<file path="config.mk">
export PLATFORM = sky130hd
export DESIGN_NAME = instructionMemory
export DESIGN_NICKNAME = d
export VERILOG_FILES = /design/src/verilog/armIsaPkg.sv /design/src/verilog/fetchCfgPkg.sv /design/src/verilog/instructionMemory.sv
export SDC_FILE = /design/constraint.sdc
export NUM_CORES = 2
export LEC_CHECK = 0
export BUFFER_PORTS_ARGS = -buffer_cell sky130_fd_sc_hd__buf_4
export CORE_UTILIZATION = 29
export CTS_CLUSTER_SIZE = 24
export DETAILED_ROUTE_END_ITERATION = 8
export PLACE_DENSITY_LB_ADDON = 0.3
export REMOVE_ABC_BUFFERS = 1
export SLEW_MARGIN = 20
export SYNTH_ARGS = -nofsm -noshare
export SYNTH_HDL_FRONTEND = slang
export SYNTH_SLANG_ARGS = --single-unit
</file>
<file path="constraint.sdc">
create_clock -name clk -period 4.89 [get_ports clk]
set_input_delay 0.2445 -clock clk [delete_from_list [all_inputs] [get_ports clk]]
set_output_delay 0.2445 -clock clk [all_outputs]
set_load 0.005 [all_outputs]
</file>
<file path="src/verilog/armIsaPkg.sv">
`default_nettype none

package armIsaPkg;

    ////////////////////////////////
    // Instruction word fields
    ////////////////////////////////

    typedef logic [31:0] instrWordT;
    typedef logic [3:0]  condT;
    typedef logic [3:0]  regIdxT;

    // N Z C V from the msb down
    typedef logic [3:0]  flagsT;

    // Condition field encodings
    localparam condT condEq = 4'h0;
    localparam condT condNe = 4'h1;
    localparam condT condCs = 4'h2;
    localparam condT condCc = 4'h3;
    localparam condT condMi = 4'h4;
    localparam condT condPl = 4'h5;
    localparam condT condVs = 4'h6;
    localparam condT condVc = 4'h7;
    localparam condT condHi = 4'h8;
    localparam condT condLs = 4'h9;
    localparam condT condGe = 4'hA;
    localparam condT condLt = 4'hB;
    localparam condT condGt = 4'hC;
    localparam condT condLe = 4'hD;
    localparam condT condAl = 4'hE;

    // Coarse instruction classes seen by the front end
    typedef enum logic [2:0] {
        classDataProc,
        classMultiply,
        classLoadStore,
        classBranch,
        classOther
    } instrClassT;

endpackage

`default_nettype wire

</file>
<file path="src/verilog/fetchCfgPkg.sv">
`default_nettype none

package fetchCfgPkg;

    ////////////////////////////////
    // Memory geometry
    ////////////////////////////////

    localparam int memDepth = 128;

    typedef logic [6:0]  wordAddrT;
    typedef logic [31:0] pcT;

    // Address of the last word in memory
    localparam pcT lastPc = pcT'((memDepth - 1) * 4);

    ////////////////////////////////
    // Host register map
    ////////////////////////////////

    typedef logic [9:0] wbAddrT;

    // Word indices above the memory window
    localparam logic [7:0] ctrlAddr = 8'd128;
    localparam logic [7:0] pcAddr   = 8'd129;

    typedef enum logic [1:0] {
        stIdle,
        stRun,
        stHalt
    } fetchStateT;

endpackage

`default_nettype wire

</file>
<file path="src/verilog/instructionMemory.sv">
`timescale 1ns/100ps
`default_nettype none

module instructionMemory #(
    parameter int TEST = 0
) (
    input  logic                  clk,
    input  logic                  wrEn,
    input  fetchCfgPkg::wordAddrT wrAddr,
    input  armIsaPkg::instrWordT  wrData,
    input  fetchCfgPkg::wordAddrT rdAddr,
    output armIsaPkg::instrWordT  rdData,
    input  fetchCfgPkg::pcT       fetchPc,
    output armIsaPkg::instrWordT  fetchWord
);
    import armIsaPkg::*;
    import fetchCfgPkg::*;

    instrWordT mem [0:memDepth-1];

    // Built-in programs
    initial begin
        for (int i = 0; i < memDepth; i++) begin
            mem[i] = '0;
        end
        case (TEST)
            0: begin
                // Data processing sample
                mem[0] = 32'hE0812003;
                mem[1] = 32'hE0423001;
                mem[2] = 32'hE1A04002;
                mem[3] = 32'hE0035004;
                mem[4] = 32'hE1856003;
                mem[5] = 32'hE3A07011;
                mem[6] = 32'hE1550006;
            end
            1: begin
                // Count to eight, then spin
                mem[0] = 32'hE3A00000;
                mem[1] = 32'hE2800001;
                mem[2] = 32'hE3500008;
                mem[3] = 32'h1AFFFFFC;
                mem[4] = 32'hEAFFFFFE;
            end
            2: begin
                mem[0] = 32'hE59F1208;
                mem[1] = 32'hEE312A01;
                mem[2] = 32'hEAFFFFFE;
            end
            default: begin
            end
        endcase
    end

    always @(posedge clk) begin
        if (wrEn) begin
            mem[wrAddr] <= wrData;
        end
    end

    assign rdData    = mem[rdAddr];
    // Low two bits dropped for the word index
    assign fetchWord = mem[fetchPc[8:2]];

    fetchAligned: assert property (@(posedge clk) fetchPc[1:0] == 2'b00);

endmodule

`default_nettype wire
</file>
==> results.py <==
metrics = {
    "cts": {
        "post_cts_buffers": 0,
        "cts_buffer_depth": 4,
        "clk_pin_slew_worst_paths_ns": 0.06,
        "cts-root-buf": "clkbuf_16",
        "numCtsBuffers": 441,
        "cts_sinks": 4096,
        "htreeDepth": 5,
        "cts_tree": "done",
        "ctsResizeCount": 0,
    },
    "die": {
        "start_util_pct": 29.2,
        "rows": 294,
        "core-area_um2": 643000,
        "die_x_um": 806,
        "pin_count": 144,
        "dieArea_um2": 650000,
        "dieHeight_um": 806,
    },
    "worst_setup_path": {
        "critPathCaptureType": "output port",
        "crit_family": "multiplexers",
        "worstPathArrival_ns": 3.79,
        "cpMaxStageDelayCell": "mux4_2",
        "cp.buffers_inverters": 1,
        "path_max_fanout": 2,
        "crit_chain": "mux4_2 > mux4_2 > mux4_2 > mux2_2 > buf_4",
        "cp.required_ns": 4.65,
        "worstSetupPathType": "reg2out",
        "timing.critical_path.from": "mem[31][22]",
        "cp-start-kind": "flop",
        "slowest_delay_ns": 0.62,
        "crit_top_cell": "mux4_2",
    },
    "outcome": {
        "outcome": "finished clean",
    },
    "timing": {
        "fin_crit_ns": 4.04,
        "tns_ns": 0,
        "min_period_over_period_pct": 82.5,
        "finalSetupViolCount": 0,
        "hold_viol": 0,
        "max_slew_margin_pct": 20.9,
        "fmax_mhz": 248,
        "rsz0062_at_grt": "false",
        "tightest_slew_ns": 1.19,
        "slew_viol_final": 0,
    },
    "grt": {
        "grt_usage_pct": 19.3,
        "grt_overflow": 0,
        "grt_antenna_before_repair": 71,
        "grt_pass1_vias": 102000,
        "grt_max_degree": 129,
        "grt_pass1_wl_mm": 871,
    },
    "final_layout": {
        "post-route-util_pct": 33.9,
        "largest_register": "mem",
        "largest_register_ffs": 4096,
        "areaGrowthSynthToFinish_pct": 16.2,
        "nNetsFinal": 8182,
        "design_area_um2": 218000,
        "drive_above_1_share_pct": 48.7,
        "reg.largest.list": "mem x4096",
    },
    "logic_synthesis": {
        "ys_types": 16,
        "netlist_instances": 7637,
        "ys.warnings.count": 0,
        "synth-seq-cells": 4096,
        "seq_area_frac_synth_pct": 65.6,
        "syn_area_per_cell_um2": 24.5,
        "syn_area_um2": 187000,
    },
    "drt": {
        "wl_met2_mm": 308,
        "ant_nets": 0,
        "route.met3.wl_mm": 58.3,
        "vias_per_cell": 5.69,
        "routed.top_layer": "met5",
        "drtIter0Drc": 12800,
        "wl_per_cell_um": 37.4,
        "num_vias": 97100,
        "drc_errors": 0,
        "totalWireLength_mm": 639,
        "drtPass1Iterations": 5,
        "met1_length_mm": 243,
    },
    "power": {
        "p_per_area_nw_per_um2": 365,
        "power.leakage_nw": 65.2,
        "vdd_drop_max_mv": 0.322,
        "fin_total_pwr_mw": 79.5,
    },
    "place": {
        "dp_hpwl_mm": 376,
        "port_buffers": 118,
        "place_congestion": 0.790,
        "placed_cell_area_um2": 203000,
    },
    "worst_hold_path": {
        "hp-class": "in2reg",
        "hp-start": "wrData[19]",
    },
    "run": {
        "drv_cap": 0,
    },
}
[worst paths after layout]
path                        end  slack [ns]  cells past startpoint
hold / removal      mem[62][19]        0.07                      2
setup / recovery  fetchWord[22]        0.85                      5
[synthesized netlist by cell type]
master | instances | area share (%)
edfxtp_1 | 4096 | 66
mux4_2 | 2688 | 32
clkbuf_1 | 365 | 0.73
buf_1 | 132 | 0.26
nor2_1 | 122 | 0.24
buf_2 | 103 | 0.27
mux2_2 | 64 | 0.38
buf_4 | 17 | 0.068
nand2_1 | 14 | 0.028
nand3_1 | 12 | 0.032
nor3_1 | 9 | 0.024
nor2b_1 | 7 | 0.023
nand4_1 | 3 | 0.010
buf_6 | 2 | 0.012
nand2b_1 | 2 | 0.0067
or3_1 | 1 | 0.0033
[power breakdown]
part / internal, mW / total [mW] / switching, mW
sequential: 38.8 / 38.8 / 0.0537
clock: 19.3 / 33.8 / 14.5
combinational: 2.96 / 6.83 / 3.87
[metrics by stage]
stage / instances / hold WS [ns] / setup WS [ns]
global route: 17100 / 0.0677 / 0.749
floorplan: 7018 / 0.343 / 1.44
global placement: 16200 / 0.440 / 0.870
CTS: 17100 / 0.00570 / 0.763
detailed placement: 16200 / 0.436 / 0.874
finish: 17100 / 0.0708 / 0.854
[cells by family (layout without fill, tap and decap cells)]
family | Yosys count | after routing | share of synthesized area [%]
buf+inv | 619 | 1451 | 1.35
flops | 4096 | 4096 | 65.6
simple gates | 170 | 170 | 0.372
other cells | 0 | 21 | 0
mux | 2752 | 2752 | 32.7
[cell type report]
class / instances / area (um2)
fillers: 59000 / 425000
clock inverters: 289 / 3020
diodes: 21 / 52.6
clock buffers: 521 / 11400
flip-flops and latches: 4096 / 123000
multi-input cells: 2922 / 62900
repair buffers: 641 / 6700
well taps: 8584 / 10700
[per-layer routing]
layer,global-route usage [%],up-vias
li1,-,36100
met1,25.0,54900
met3,4.59,1104
met4,7.58,18
met5,0,-
met2,31.5,4969
[what timing repair did]
action                                 in CTS  in global routing
hold buffers                               37                  0
setup endpoints to repair                   0                  0
endpoints found under the hold margin    1595                  0
[placed cells by master (no fill, tap or decap)]
master         instances
buf_12               128
nor2_1                 3
clkbuf_1              76
buf_4                457
buf_8                  6
inv_6                  4
clkbuf_16            445
mux2_2                64
nor2_4               119
nand3_2                4
nand2_1               14
clkinv_2              93
mux4_2              2688
buf_16                 6
edfxtp_1            4096
dlygate4sd3_1         37
clkinvlp_4            15
diode_2               21
nor2b_1                7
clkinv_4               8
inv_16                 4
bufinv_16             50
nand3_1                8
or3_1                  1
clkinv_1              99
nand2b_1               2
nor3_2                 9
nand4_1                3
clkinv_16              9
clkinv_8               7
buf_6                  7
Power figures use the tool's default switching activity.
