## config.mk

```make
export PLATFORM = sky130hd
export DESIGN_NAME = branchUnit
export DESIGN_NICKNAME = d
export VERILOG_FILES = /design/src/verilog/armIsaPkg.sv /design/src/verilog/fetchCfgPkg.sv /design/src/verilog/branchUnit.sv
export SDC_FILE = /design/constraint.sdc
export NUM_CORES = 1
export LEC_CHECK = 0
export ABC_CLOCK_PERIOD_IN_PS = 4500
export BUFFER_PORTS_ARGS = -buffer_cell sky130_fd_sc_hd__buf_2
export CORE_UTILIZATION = 25
export DETAILED_ROUTE_END_ITERATION = 7
export GPL_TIMING_DRIVEN = 1
export PLACE_DENSITY = 0.55
export RECOVER_POWER = 100
export SYNTH_ARGS = -nofsm -noshare
export SYNTH_HDL_FRONTEND = slang
export SYNTH_SLANG_ARGS = --single-unit
```

## constraint.sdc

```tcl
create_clock -name vclk -period 4.5
set_clock_uncertainty 0.1 [all_clocks]
set_input_delay 0.45 -clock vclk [all_inputs]
set_output_delay 0.45 -clock vclk [all_outputs]
set_load 0.03 [all_outputs]
```

## src/verilog/armIsaPkg.sv

```systemverilog
`default_nettype none

package armIsaPkg;

    ////////////////////////////////
    // Instruction word fields
    ////////////////////////////////

    typedef logic [31:0] instrWordT;
    typedef logic [3:0]  condT;
    typedef logic [3:0]  regIdxT;

    // N Z C V from the msb down
    typedef logic [3:0]  flagsT;

    // Condition field encodings
    localparam condT condEq = 4'h0;
    localparam condT condNe = 4'h1;
    localparam condT condCs = 4'h2;
    localparam condT condCc = 4'h3;
    localparam condT condMi = 4'h4;
    localparam condT condPl = 4'h5;
    localparam condT condVs = 4'h6;
    localparam condT condVc = 4'h7;
    localparam condT condHi = 4'h8;
    localparam condT condLs = 4'h9;
    localparam condT condGe = 4'hA;
    localparam condT condLt = 4'hB;
    localparam condT condGt = 4'hC;
    localparam condT condLe = 4'hD;
    localparam condT condAl = 4'hE;

    // Coarse instruction classes seen by the front end
    typedef enum logic [2:0] {
        classDataProc,
        classMultiply,
        classLoadStore,
        classBranch,
        classOther
    } instrClassT;

endpackage

`default_nettype wire

```

## src/verilog/fetchCfgPkg.sv

```systemverilog
`default_nettype none

package fetchCfgPkg;

    ////////////////////////////////
    // Memory geometry
    ////////////////////////////////

    localparam int memDepth = 128;

    typedef logic [6:0]  wordAddrT;
    typedef logic [31:0] pcT;

    // Address of the last word in memory
    localparam pcT lastPc = pcT'((memDepth - 1) * 4);

    ////////////////////////////////
    // Host register map
    ////////////////////////////////

    typedef logic [9:0] wbAddrT;

    // Word indices above the memory window
    localparam logic [7:0] ctrlAddr = 8'd128;
    localparam logic [7:0] pcAddr   = 8'd129;

    typedef enum logic [1:0] {
        stIdle,
        stRun,
        stHalt
    } fetchStateT;

endpackage

`default_nettype wire

```

## src/verilog/branchUnit.sv

```systemverilog
`timescale 1ns/100ps
`default_nettype none

module branchUnit (
    input  armIsaPkg::instrWordT  word,
    input  armIsaPkg::instrClassT iClass,
    input  armIsaPkg::flagsT      flags,
    input  fetchCfgPkg::pcT       pc,
    output logic                  taken,
    output fetchCfgPkg::pcT       target,
    output logic                  selfLoop
);
    import armIsaPkg::*;
    import fetchCfgPkg::*;

    logic n;
    logic z;
    logic c;
    logic v;
    logic condPass;
    pcT   offset;

    assign {n, z, c, v} = flags;

    always_comb begin
        case (word[31:28])
            condEq:  condPass = z;
            condNe:  condPass = !z;
            condCs:  condPass = c;
            condCc:  condPass = !c;
            condMi:  condPass = n;
            condPl:  condPass = !n;
            condVs:  condPass = v;
            condVc:  condPass = !v;
            condHi:  condPass = c && !z;
            condLs:  condPass = !c || z;
            condGe:  condPass = (n == v);
            condLt:  condPass = (n != v);
            condGt:  condPass = !z && (n == v);
            condLe:  condPass = z || (n != v);
            condAl:  condPass = 1'b1;
            // 1111 never executes here
            default: condPass = 1'b0;
        endcase
    end

    // Sign-extended word offset
    assign offset = {{6{word[23]}}, word[23:0], 2'b00};

    assign taken    = condPass && (iClass == classBranch);
    assign target   = pc + 32'd8 + offset;
    assign selfLoop = taken && (target == pc);

endmodule

`default_nettype wire

```

==> run_results.csv <==
group,metric,value,unit
status,outcome,"finished, violations left",
status,violations,"DRC",
setup_path,end_kind,"primary output",
power_and_ir_drop,leakage,1.669,nW
setup_path,critPathArrivalTime,3.73,ns
final_layout,instances_no_fill,639,
yosys,avgSynthCellArea,7.250,sq um
die,die_area,12450,sq um
route,viasPerCell,5.189,
timing,tns,0,ns
timing,max_slew_margin,66.27,%
placed_design,port_buffers,97,
timing,timing.final.crit_share,95.10,%
yosys,yosysWarnings,0,
final_layout,seq_cells,0,
hold_path,min_from,"pc[0]",
timing,finalSetupViolations,0,
yosys,synth.most_common_cell,"ha_1",
placed_design,dpl-instance-area,3616,sq um
timing,fin_hold_ws,0.8000,ns
global_route,first_global_vias,3224,
cts,cts_hold_repair.buffers,0,
hold_path,hold_end,"target[0]",
die,die_h,111.6,um
timing,worst_slew_pin_slew,0.5038,ns
die,row_count,39,
final_layout,fin_nets,627,
final_layout,drive_gt1_share,20.16,%
yosys,synthDistinctLibCells,65,
route,routed_wl,9.598,mm
setup_path,worst_setup_path_start_kind,"input pin",
yosys,syn-instance-count,414,
die,coreArea,11560,sq um
yosys,synth_area,3002,sq um
yosys,ys_seq_area_share,0,%
yosys,synth_nets,543,
power_and_ir_drop,power.density,238.7,nW/um^2
timing,rsz0062_at_grt,"no",
timing,fmax,0.2337,GHz
route,drt_first_pass_iters,7,
die,start_util,25.95,%
timing,final_hold_viol_count,0,
final_layout,area_growth_syn_to_layout,20.13,%
final_layout,antenna_cells_inserted,0,
placed_design,hpwl,8.419,mm
hold_path,hold_path_depth,0,
yosys,synth_area_leaders,"ha_1 (24%), xnor2_1 (10%), a21oi_1 (5.8%)",
power_and_ir_drop,vdd_drop_max,98.80,uV
setup_path,cp_max_fo,3,
global_route,antenna_found_initial,0,
setup_path,crit_type,"in -> out",
global_route,grt_usage,14.85,%
route,wl_per_cell,15.02,um
route,drtAntennaViolNets,0,
yosys,yosysTopAreaCellShare,23.76,%
hold_path,hp-class,"in -> out",
final_layout,finish.instance_area,3606,sq um
setup_path,worstPathRequired,3.95,ns
route,dr.first_iter.drc_count,191,
route,route.detailed.drc,5,
final_layout,num-clock-buffers,0,
global_route,grt_max_degree,12,
yosys,yosys-top-cells-count,"ha_1 (57), a21oi_1 (35), nand2_1 (35), xnor2_1 (35), nor2_1 (25)",
final_layout,seq_area,0,sq um
yosys,synth_area_leader_cell,"ha_1",
placed_design,place.gp.congestion,0.8618,
timing,finalCriticalPeriod,4.280,ns
global_route,grt_first_pass_wirelength,15.49,mm
route,vias,3316,
final_layout,nFillCells,1302,
global_route,gr-total-overflow,0,
final_layout,multiInputGateArea,2825,sq um
placed_design,dpl.cell_count,638,
die,io-pin-count,105,
flow_run,cap_violations,0,
die,fp.dieW,111.6,um
timing,final_max_slew_viol_count,0,
## repair_timing
| item | in CTS | in global routing |
|---|---|---|
| endpoints found under the setup margin | 0 | 1 |
| hold endpoints to repair | 0 | 0 |
| buffers inserted | 0 | 1 |
| gates resized for setup | 0 | 7 |
## layout by cell type (no fill, tap or decap), types with 2 or more instances in the layout
| cell type | n |
|---|---|
| o21ai_0 | 14 |
| o211a_1 | 4 |
| a31oi_1 | 4 |
| buf_2 | 70 |
| o21bai_1 | 6 |
| a211oi_2 | 2 |
| nand4b_1 | 3 |
| and2_1 | 2 |
| o311ai_0 | 2 |
| mux2i_1 | 3 |
| nor4bb_1 | 2 |
| o21ai_1 | 4 |
| nand2_1 | 35 |
| xor2_1 | 16 |
| nor4_1 | 5 |
| or2_2 | 4 |
| a21oi_1 | 35 |
| xnor2_1 | 35 |
| nand4_1 | 11 |
| nor2b_1 | 2 |
| a211oi_1 | 4 |
| a21o_1 | 8 |
| o2111ai_1 | 3 |
| nor3b_1 | 4 |
| nor2_1 | 25 |
| nor3_1 | 10 |
| o211ai_1 | 6 |
| ha_1 | 57 |
| buf_4 | 11 |
| o21a_1 | 8 |
| or3_1 | 3 |
| a21oi_2 | 2 |
| o31ai_1 | 5 |
| clkbuf_1 | 27 |
| nand3_1 | 10 |
| and3_1 | 4 |
| inv_1 | 18 |
| o2111a_1 | 2 |
| nor4b_1 | 3 |
## metal layers
metal	part of all wire [%]	wire length, um	up-vias	track usage [%]
li1	-	-	1709	-
met1	47	4516	1525	19.52
met2	49	4696	82	28.29
met3	4.0	385	0	0.5988
met4	0	0	0	0
met5	0	0	-	0
## where the power goes
| part | internal (mW) | switching [mW] |
|---|---|---|
| clock network | 0 | 0 |
| registers | 0 | 0 |
| logic | 0.307 | 0.554 |
| total | 0.307 | 0.554 |
## worst max path at each step
stage	startpoint	end	slack [ns]	cells past startpoint
finish	word[1]	selfLoop	0.22	17
global route	word[1]	selfLoop	0.01	17
CTS	word[1]	selfLoop	0.05	17
detailed placement	word[1]	selfLoop	0.08	17
global placement	word[1]	selfLoop	0.14	17
floorplan	word[1]	selfLoop	0.10	15
## worst max-delay path: stages
cell and delay, ns:
buf_2 0.08, inv_1 0.04, ha_1 0.28, inv_1 0.06, ha_1 0.19, inv_1 0.07, fa_1 0.41, nor2b_2 0.17
o22ai_1 0.12, xnor2_1 0.25, xnor2_1 0.20, o2111ai_1 0.15, or3_1 0.34, nor4_1 0.27, nand4_1 0.17, and4bb_1 0.30
buf_2 0.19
## kinds of logic (layout without fill, tap and decap cells)
| logic type | count (synthesis) | after routing | share of synthesized area [%] |
|---|---|---|---|
| AO/OA/AOI/OAI | 122 | 122 | 27.93 |
| multiplexers | 4 | 4 | 1.376 |
| AND/OR/NAND/NOR | 132 | 132 | 23.14 |
| XOR/XNOR | 54 | 54 | 16.71 |
| adder cells (fa/ha/maj) | 58 | 58 | 24.43 |
| buffers and inverters | 44 | 126 | 6.419 |
## through the flow
stage          total power, mW  worst slack [ns]  utilization (%)
6_report                0.8608            0.2204            31.18
5_1_grt                 0.9363           0.01276            31.18
4_1_cts                 0.8708           0.05400            31.27
3_5_place_dp            0.8663           0.08248            31.27
3_3_place_gp            0.8606            0.1352            31.27
2_1_floorplan           0.6235            0.1048                -
## layout make-up
type / count / area share, %
timing repair buffer: 108 / 14.82
inverter: 18 / 1.874
multi-input combinational: 370 / 78.35
tap: 143 / 4.962
Note: power is estimated with default switching activity, not from simulation.
