===== src/verilog/armIsaPkg.sv =====
`default_nettype none

package armIsaPkg;

    ////////////////////////////////
    // Instruction word fields
    ////////////////////////////////

    typedef logic [31:0] instrWordT;
    typedef logic [3:0]  condT;
    typedef logic [3:0]  regIdxT;

    // N Z C V from the msb down
    typedef logic [3:0]  flagsT;

    // Condition field encodings
    localparam condT condEq = 4'h0;
    localparam condT condNe = 4'h1;
    localparam condT condCs = 4'h2;
    localparam condT condCc = 4'h3;
    localparam condT condMi = 4'h4;
    localparam condT condPl = 4'h5;
    localparam condT condVs = 4'h6;
    localparam condT condVc = 4'h7;
    localparam condT condHi = 4'h8;
    localparam condT condLs = 4'h9;
    localparam condT condGe = 4'hA;
    localparam condT condLt = 4'hB;
    localparam condT condGt = 4'hC;
    localparam condT condLe = 4'hD;
    localparam condT condAl = 4'hE;

    // Coarse instruction classes seen by the front end
    typedef enum logic [2:0] {
        classDataProc,
        classMultiply,
        classLoadStore,
        classBranch,
        classOther
    } instrClassT;

endpackage

`default_nettype wire


===== src/verilog/instructionDecoder.sv =====
`timescale 1ns/100ps
`default_nettype none

module instructionDecoder (
    input  armIsaPkg::instrWordT  word,
    output armIsaPkg::condT       cond,
    output armIsaPkg::instrClassT iClass,
    output armIsaPkg::regIdxT     rd,
    output armIsaPkg::regIdxT     rn,
    output armIsaPkg::regIdxT     rm
);
    import armIsaPkg::*;

    logic isMultiply;

    assign cond = word[31:28];

    // Multiply shares the 00 group with data processing
    assign isMultiply = (word[27:22] == 6'b000000) && (word[7:4] == 4'b1001);

    ////////////////////////////////
    // Class
    ////////////////////////////////

    always_comb begin
        if (word[27:25] == 3'b101) begin
            iClass = classBranch;
        end else if (word[27:26] == 2'b01) begin
            iClass = classLoadStore;
        end else if (isMultiply) begin
            iClass = classMultiply;
        end else if (word[27:26] == 2'b00) begin
            iClass = classDataProc;
        end else begin
            // coprocessor and the rest land here
            iClass = classOther;
        end
    end

    ////////////////////////////////
    // Register fields
    ////////////////////////////////

    always_comb begin
        rd = '0;
        rn = '0;
        rm = '0;
        case (iClass)
            classDataProc, classLoadStore: begin
                rd = word[15:12];
                rn = word[19:16];
                rm = word[3:0];
            end
            classMultiply: begin
                // Destination sits in the Rn slot
                rd = word[19:16];
                rn = word[15:12];
                rm = word[3:0];
            end
            default: begin
            end
        endcase
    end

endmodule

`default_nettype wire


===== config.mk =====
export PLATFORM = sky130hd
export DESIGN_NAME = instructionDecoder
export DESIGN_NICKNAME = d
export VERILOG_FILES = /design/src/verilog/armIsaPkg.sv /design/src/verilog/instructionDecoder.sv
export SDC_FILE = /design/constraint.sdc
export NUM_CORES = 1
export LEC_CHECK = 0
export BUFFER_PORTS_ARGS = -buffer_cell sky130_fd_sc_hd__buf_2
export CAP_MARGIN = 20
export CELL_PAD_IN_SITES_DETAIL_PLACEMENT = 0
export CELL_PAD_IN_SITES_GLOBAL_PLACEMENT = 1
export CORE_MARGIN = 10
export CORE_UTILIZATION = 13
export DETAILED_ROUTE_END_ITERATION = 6
export PLACE_DENSITY_LB_ADDON = 0.08
export SETUP_SLACK_MARGIN = 0.2
export SYNTH_ARGS = -nofsm -noshare
export SYNTH_HDL_FRONTEND = slang
export SYNTH_SLANG_ARGS = --single-unit

===== constraint.sdc =====
create_clock -name vclk -period 1.2
set_input_delay 0.18 -clock vclk [all_inputs]
set_output_delay 0.18 -clock vclk [all_outputs]
set_load 0.01 [all_outputs]

==> results of run 1 <==
==> timing repair <==
item,4_1_cts,5_1_grt
setup endpoints to repair,9,11
resized for setup,9,6
setup buffers,1,0
pin swaps,3,3
==> logic make-up (layout without fill, tap and decap cells) <==
family,after synthesis,count (layout)
simple gates,20,20
mux,8,8
buf+inv,7,44
compound gates,2,2
==> routing by layer <==
layer | vias to the layer above | share of wire (%) | wire [um]
met5 | - | 0 | 0
li1 | 197 | - | -
met2 | 17 | 60 | 788
met4 | 0 | 0 | 0
met3 | 0 | 12 | 158
met1 | 172 | 28 | 377
==> stage by stage <==
step | cell area (um2) | util, % | power (mW)
6_report | 650.6 | 32.83 | 0.1761
5_1_grt | 650.6 | 32.83 | 0.1925
4_1_cts | 630.6 | 31.82 | 0.1731
3_5_place_dp | 573.1 | 28.91 | 0.1562
3_3_place_gp | 573.1 | 28.91 | 0.1576
2_1_floorplan | 349.1 | - | 0.08880
==> synthesized netlist by cell type, types with 5 or more instances <==
| library cell | count | area, um2 |
|---|---|---|
| mux2i_1 | 8 | 80.08 |
| buf_4 | 5 | 37.54 |
| nor2b_1 | 6 | 37.54 |
| nand2b_1 | 8 | 50.05 |
==> final timing paths <==
kind,startpoint,end,slack [ns],cells after the start
worst max-delay path,word[23],rd[2],-0.28,6
worst min-delay path,word[31],cond[3],0.36,0
==> layout make-up <==
class	instances	share of cell area, %
Timing Repair Buffer	43	43.85
Tap cell	27	5.192
Multi-Input combinational cell	30	50.38
Inverter	1	0.5769
==> worst max-delay path, stage by stage <==
cell and delay (ns):
buf_6 0.10, nor4_4 0.27, and4_4 0.26, buf_12 0.13, mux2i_4 0.21, buf_2 0.15
==> power by group <==
group          switching [mW]  internal, mW  total, mW
Combinational          0.0808        0.0953      0.176
Sequential                  0             0          0
Clock                       0             0          0
==> impl_results.md, run 1 <==
- Status: finished, violations left
- Failing checks: setup timing
- Power Dens Cells: 270.6 mW/mm2
- Critical path arrival: 1.30 ns
- GRT Util Overall: 5.820%
- Most frequent cells in the layout: 32 x buf_2, 8 x nand2b_1, 6 x buf_6
- Area Growth Syn to Fin: 139.6%
- Critical Path RT: 1.02 ns
- Grt peak-use layer: met2
- Cells after DPL: 100
- Final WL: 1.324 mm
- Initial drt markers: 2
- Syn avg cell area: 7.338 um2
- Mux cell area share after synthesis: 29.49%
- GPL Wtd Cong: 0.6565
- Post-route insts no fill: 101
- Syn_nets: 69
- Tmin final: 1.483 ns
- RSZ-0062 raised after global routing: yes
- CTS Hold Bufs: 0
- Synth Instances: 37
- Worst-path fanout max: 4
- DIE AREA: 0.004316 mm2
- Setup violators final: 9
- Commonest non-fill, non-tap cell in the layout: buf_2
- Worst-Margin Slew: 0.2142 ns
- Layout sequential cell count: 0
- Vias per inst: 3.822
- PnR worst setup slack: -0.2832 ns
- Met2 Usage GRT: 12.32%
- CORE AREA: 0.001982 mm2
- I/O Pins: 51
- Post-synthesis sequential area ratio: 0%
- Post-synthesis cell type count: 14
- XOR/XNOR Fraction of Synth Area: 0%
- Wire per inst: 13.11 um
- First-pass GRT wire length: 2.097 mm
- Dpl ws: -0.3546 ns
- Initial core utilization: 13.70%
- Flip-flop and latch area: 0 um2
- Total grt overflow: 0
- Residual DRC: 0
- Largest net degree at the start of global routing: 16
- Simple-gate share of the synthesized area: 49.31%
- Slew margin rel.: 85.61%
- Max Fclk: 0.6742 GHz
- Die height: 65.70 um
- Number of global-route vias before repair: 467
- Routing usage on met3: 3.051%
- Number of routed nets with antenna violations: 0
- Met1 Use GR: 4.766%
- Drt first pass iters: 2
- Ys Warns: 0
- Initial antenna violation count: 0
- FP Rows: 16
- Clock buffer count: 0
- Vias: 386
- MaxCap Viol Count: 0
- Die Width: 65.70 um
- Nets@finish: 108
- Synthesized cell area: 271.5 um2
- Largest family of logic cells by synthesized area: simple AND/OR/NAND/NOR gates
- Final hold violations: 0
- Final Hold Slack: 0.3602 ns
- Multi-input logic area: 327.8 um2
- Synth Area in Adders: 0%
- Critical Path Sink Type: output port
- Fin crit share: 123.6%
- Final setup TNS: -2.052 ns
- Layout cell share with drive strength beyond 1: 79.73%
- Crit start category: primary input
- FILL cells: 210
- N_diodes: 0
- IO buf count: 37
- Hold/Removal Path Class: primary input to output port
- Leak: 0.3102 nW
- DP Wirelength: 1.187 mm
- Crit Path Category: primary input to output port
- Synth Area in Compound Gates: 4.608%
- Worst ir drop on vdd: 0.00009045 V
- Fin. max-slew vios: 0
No activity file was read; power rests on OpenSTA's default activity.
==> run 2, diff against run 1 <==
GPL_TIMING_DRIVEN = 0   (was not set)
PLACE_DENSITY_LB_ADDON = 0.1   (was 0.08)
SETUP_SLACK_MARGIN = 0.05   (was 0.2)
==> run 2 against run 1 <==
Net effect:
- the run still ends with setup timing left
- count of clock-buffer cells in the layout stayed put
- total power increased by 0.62%
- worst hold slack better by 0.19 ns
- sequential share of layout area stayed put
- global-route usage is 0.18 points lower
- largest cell class is now buffers
- first-iteration DRC count increased to 2.5 times the previous value
- via count grew 6.5%
- largest power group unchanged
- non-clock buffer count is 6 higher
- critical path depth unchanged
- fmax rose by 1.1%
- flip-flop and latch count did not move
==> impl_results.md, run 2 (synthesized netlist as in run 1, its figures left out) <==
- N_diodes: 0
- Crit Path Category: primary input to output port
- RSZ-0062 raised after global routing: yes
- Final Cell Area: 633.1 um2
- FP Rows: 16
- Initial core utilization: 13.70%
- Initial antenna violation count: 0
- Final WL: 1.320 mm
- DP Area: 573.1 um2
- IO buf count: 41
- Nets@finish: 114
- Slew margin rel.: 82.50%
- Critical Path Sink Type: output port
- Wire per inst: 12.34 um
- Final Hold Slack: 0.5475 ns
- MaxCap Viol Count: 0
- PnR worst setup slack: -0.2665 ns
- CP Buf/Inv Count: 3
- Die Width: 65.70 um
- Hold/Removal Path Class: primary input to output port
- Final hold violations: 0
- Crit start category: primary input
- CP max stage delay: 0.26 ns
- Fin. max-slew vios: 0
- Max Fclk: 0.6819 GHz
- Worst hold stages: 2
- Residual DRC: 0
- CORE AREA: 0.001982 mm2
- Flip-flop and latch area: 0 um2
- Setup violators final: 9
- Drt first pass iters: 4
- Initial drt markers: 5
- Vias per inst: 3.841
- Worst Hold Launch: word[29]
- Most frequent cells in the layout: 37 x buf_2, 8 x nand2b_1, 7 x buf_6
- I/O Pins: 51
- Total grt overflow: 0
- Number of routed nets with antenna violations: 0
- Largest net degree at the start of global routing: 11
- Critical path arrival: 1.29 ns
- Power Dens Cells: 279.8 mW/mm2
- Tmin final: 1.467 ns
- Worst-path cell with the longest stage delay: nor4_4
- Final setup TNS: -1.968 ns
- Worst-Margin Slew: 0.2620 ns
- Vias: 411
- Critical path, cell by cell: buf_6 > nor4_4 > and4_1 > buf_6 > mux2i_4 > buf_2
- GRT Util Overall: 5.643%
- Failing checks: setup timing
- Fin crit share: 122.2%
- Worst path most repeated cell: buf_6
- Worst Hold End: cond[1]
- Number of global-route vias before repair: 451
- DP Wirelength: 1.214 mm
- Leak: 0.3466 nW
- GPL Wtd Cong: 0.6071
- Status: finished, violations left
- Worst-path fanout max: 4
- Worst Setup SP: word[23]
- CTS Hold Bufs: 0
- Worst ir drop on vdd: 0.00009294 V
- Layout cell share with drive strength beyond 1: 68.75%
- Clock buffer count: 0
- Area Growth Syn to Fin: 133.2%
- First-pass GRT wire length: 2.056 mm
- Worst path top cell family by delay: simple AND/OR/NAND/NOR gates
- DIE AREA: 0.004316 mm2
- Layout sequential cell count: 0
- Die height: 65.70 um
- Critical Path RT: 1.02 ns
- Commonest non-fill, non-tap cell in the layout: buf_2
- Final Total Pwr: 177.2 uW
- Cell count along the critical path: 6
- Final Util: 31.94%
-- run 2: cell count changes in the layout (fill, tap and decap cells not counted), sizes merged --
cell  change
buf       +6
-- run 2: where the power goes --
group	switching, mW	leakage, nW	internal [mW]
combinational	0.0810	0.347	0.0962
clock	0	0	0
sequential	0	0	0
total	0.0810	0.347	0.0962
-- run 2: layer usage --
layer	wire length (um)	global-route usage, %	vias to the layer above
li1	-	-	209
met1	553	6.559	178
met2	614	9.541	24
met3	152	2.881	0
met4	0	0	0
met5	0	0	-
-- run 2: worst max-delay path by stage --
stage / to
2_1_floorplan: rd[0]
3_3_place_gp: rd[3]
3_5_place_dp: rd[3]
4_1_cts: rn[1]
5_1_grt: rd[3]
6_report: rd[0]
-- run 2: area by class of cell --
| class | instances | area [um2] |
|---|---|---|
| timing repair buffer | 43 | 255.2 |
| buffer | 6 | 46.29 |
| fill | 233 | 1349 |
| inverter | 1 | 3.754 |
| multi-input combinational | 30 | 294.0 |
| tap | 27 | 33.78 |
-- run 2: what timing repair did --
action,in CTS,in global routing
gates cloned,0,0
buffers inserted,1,1
pin swaps,3,1
resized for setup,5,4
setup endpoints to repair,11,10
-- run 2: stage by stage --
| step | cells | setup slack, ns |
|---|---|---|
| final | 107 | -0.2665 |
| after global routing | 107 | -0.3574 |
| after CTS | 106 | -0.2966 |
| after detailed placement | 105 | -0.3940 |
| after global placement | 105 | -0.4140 |
| after floorplan | 37 | -0.05306 |
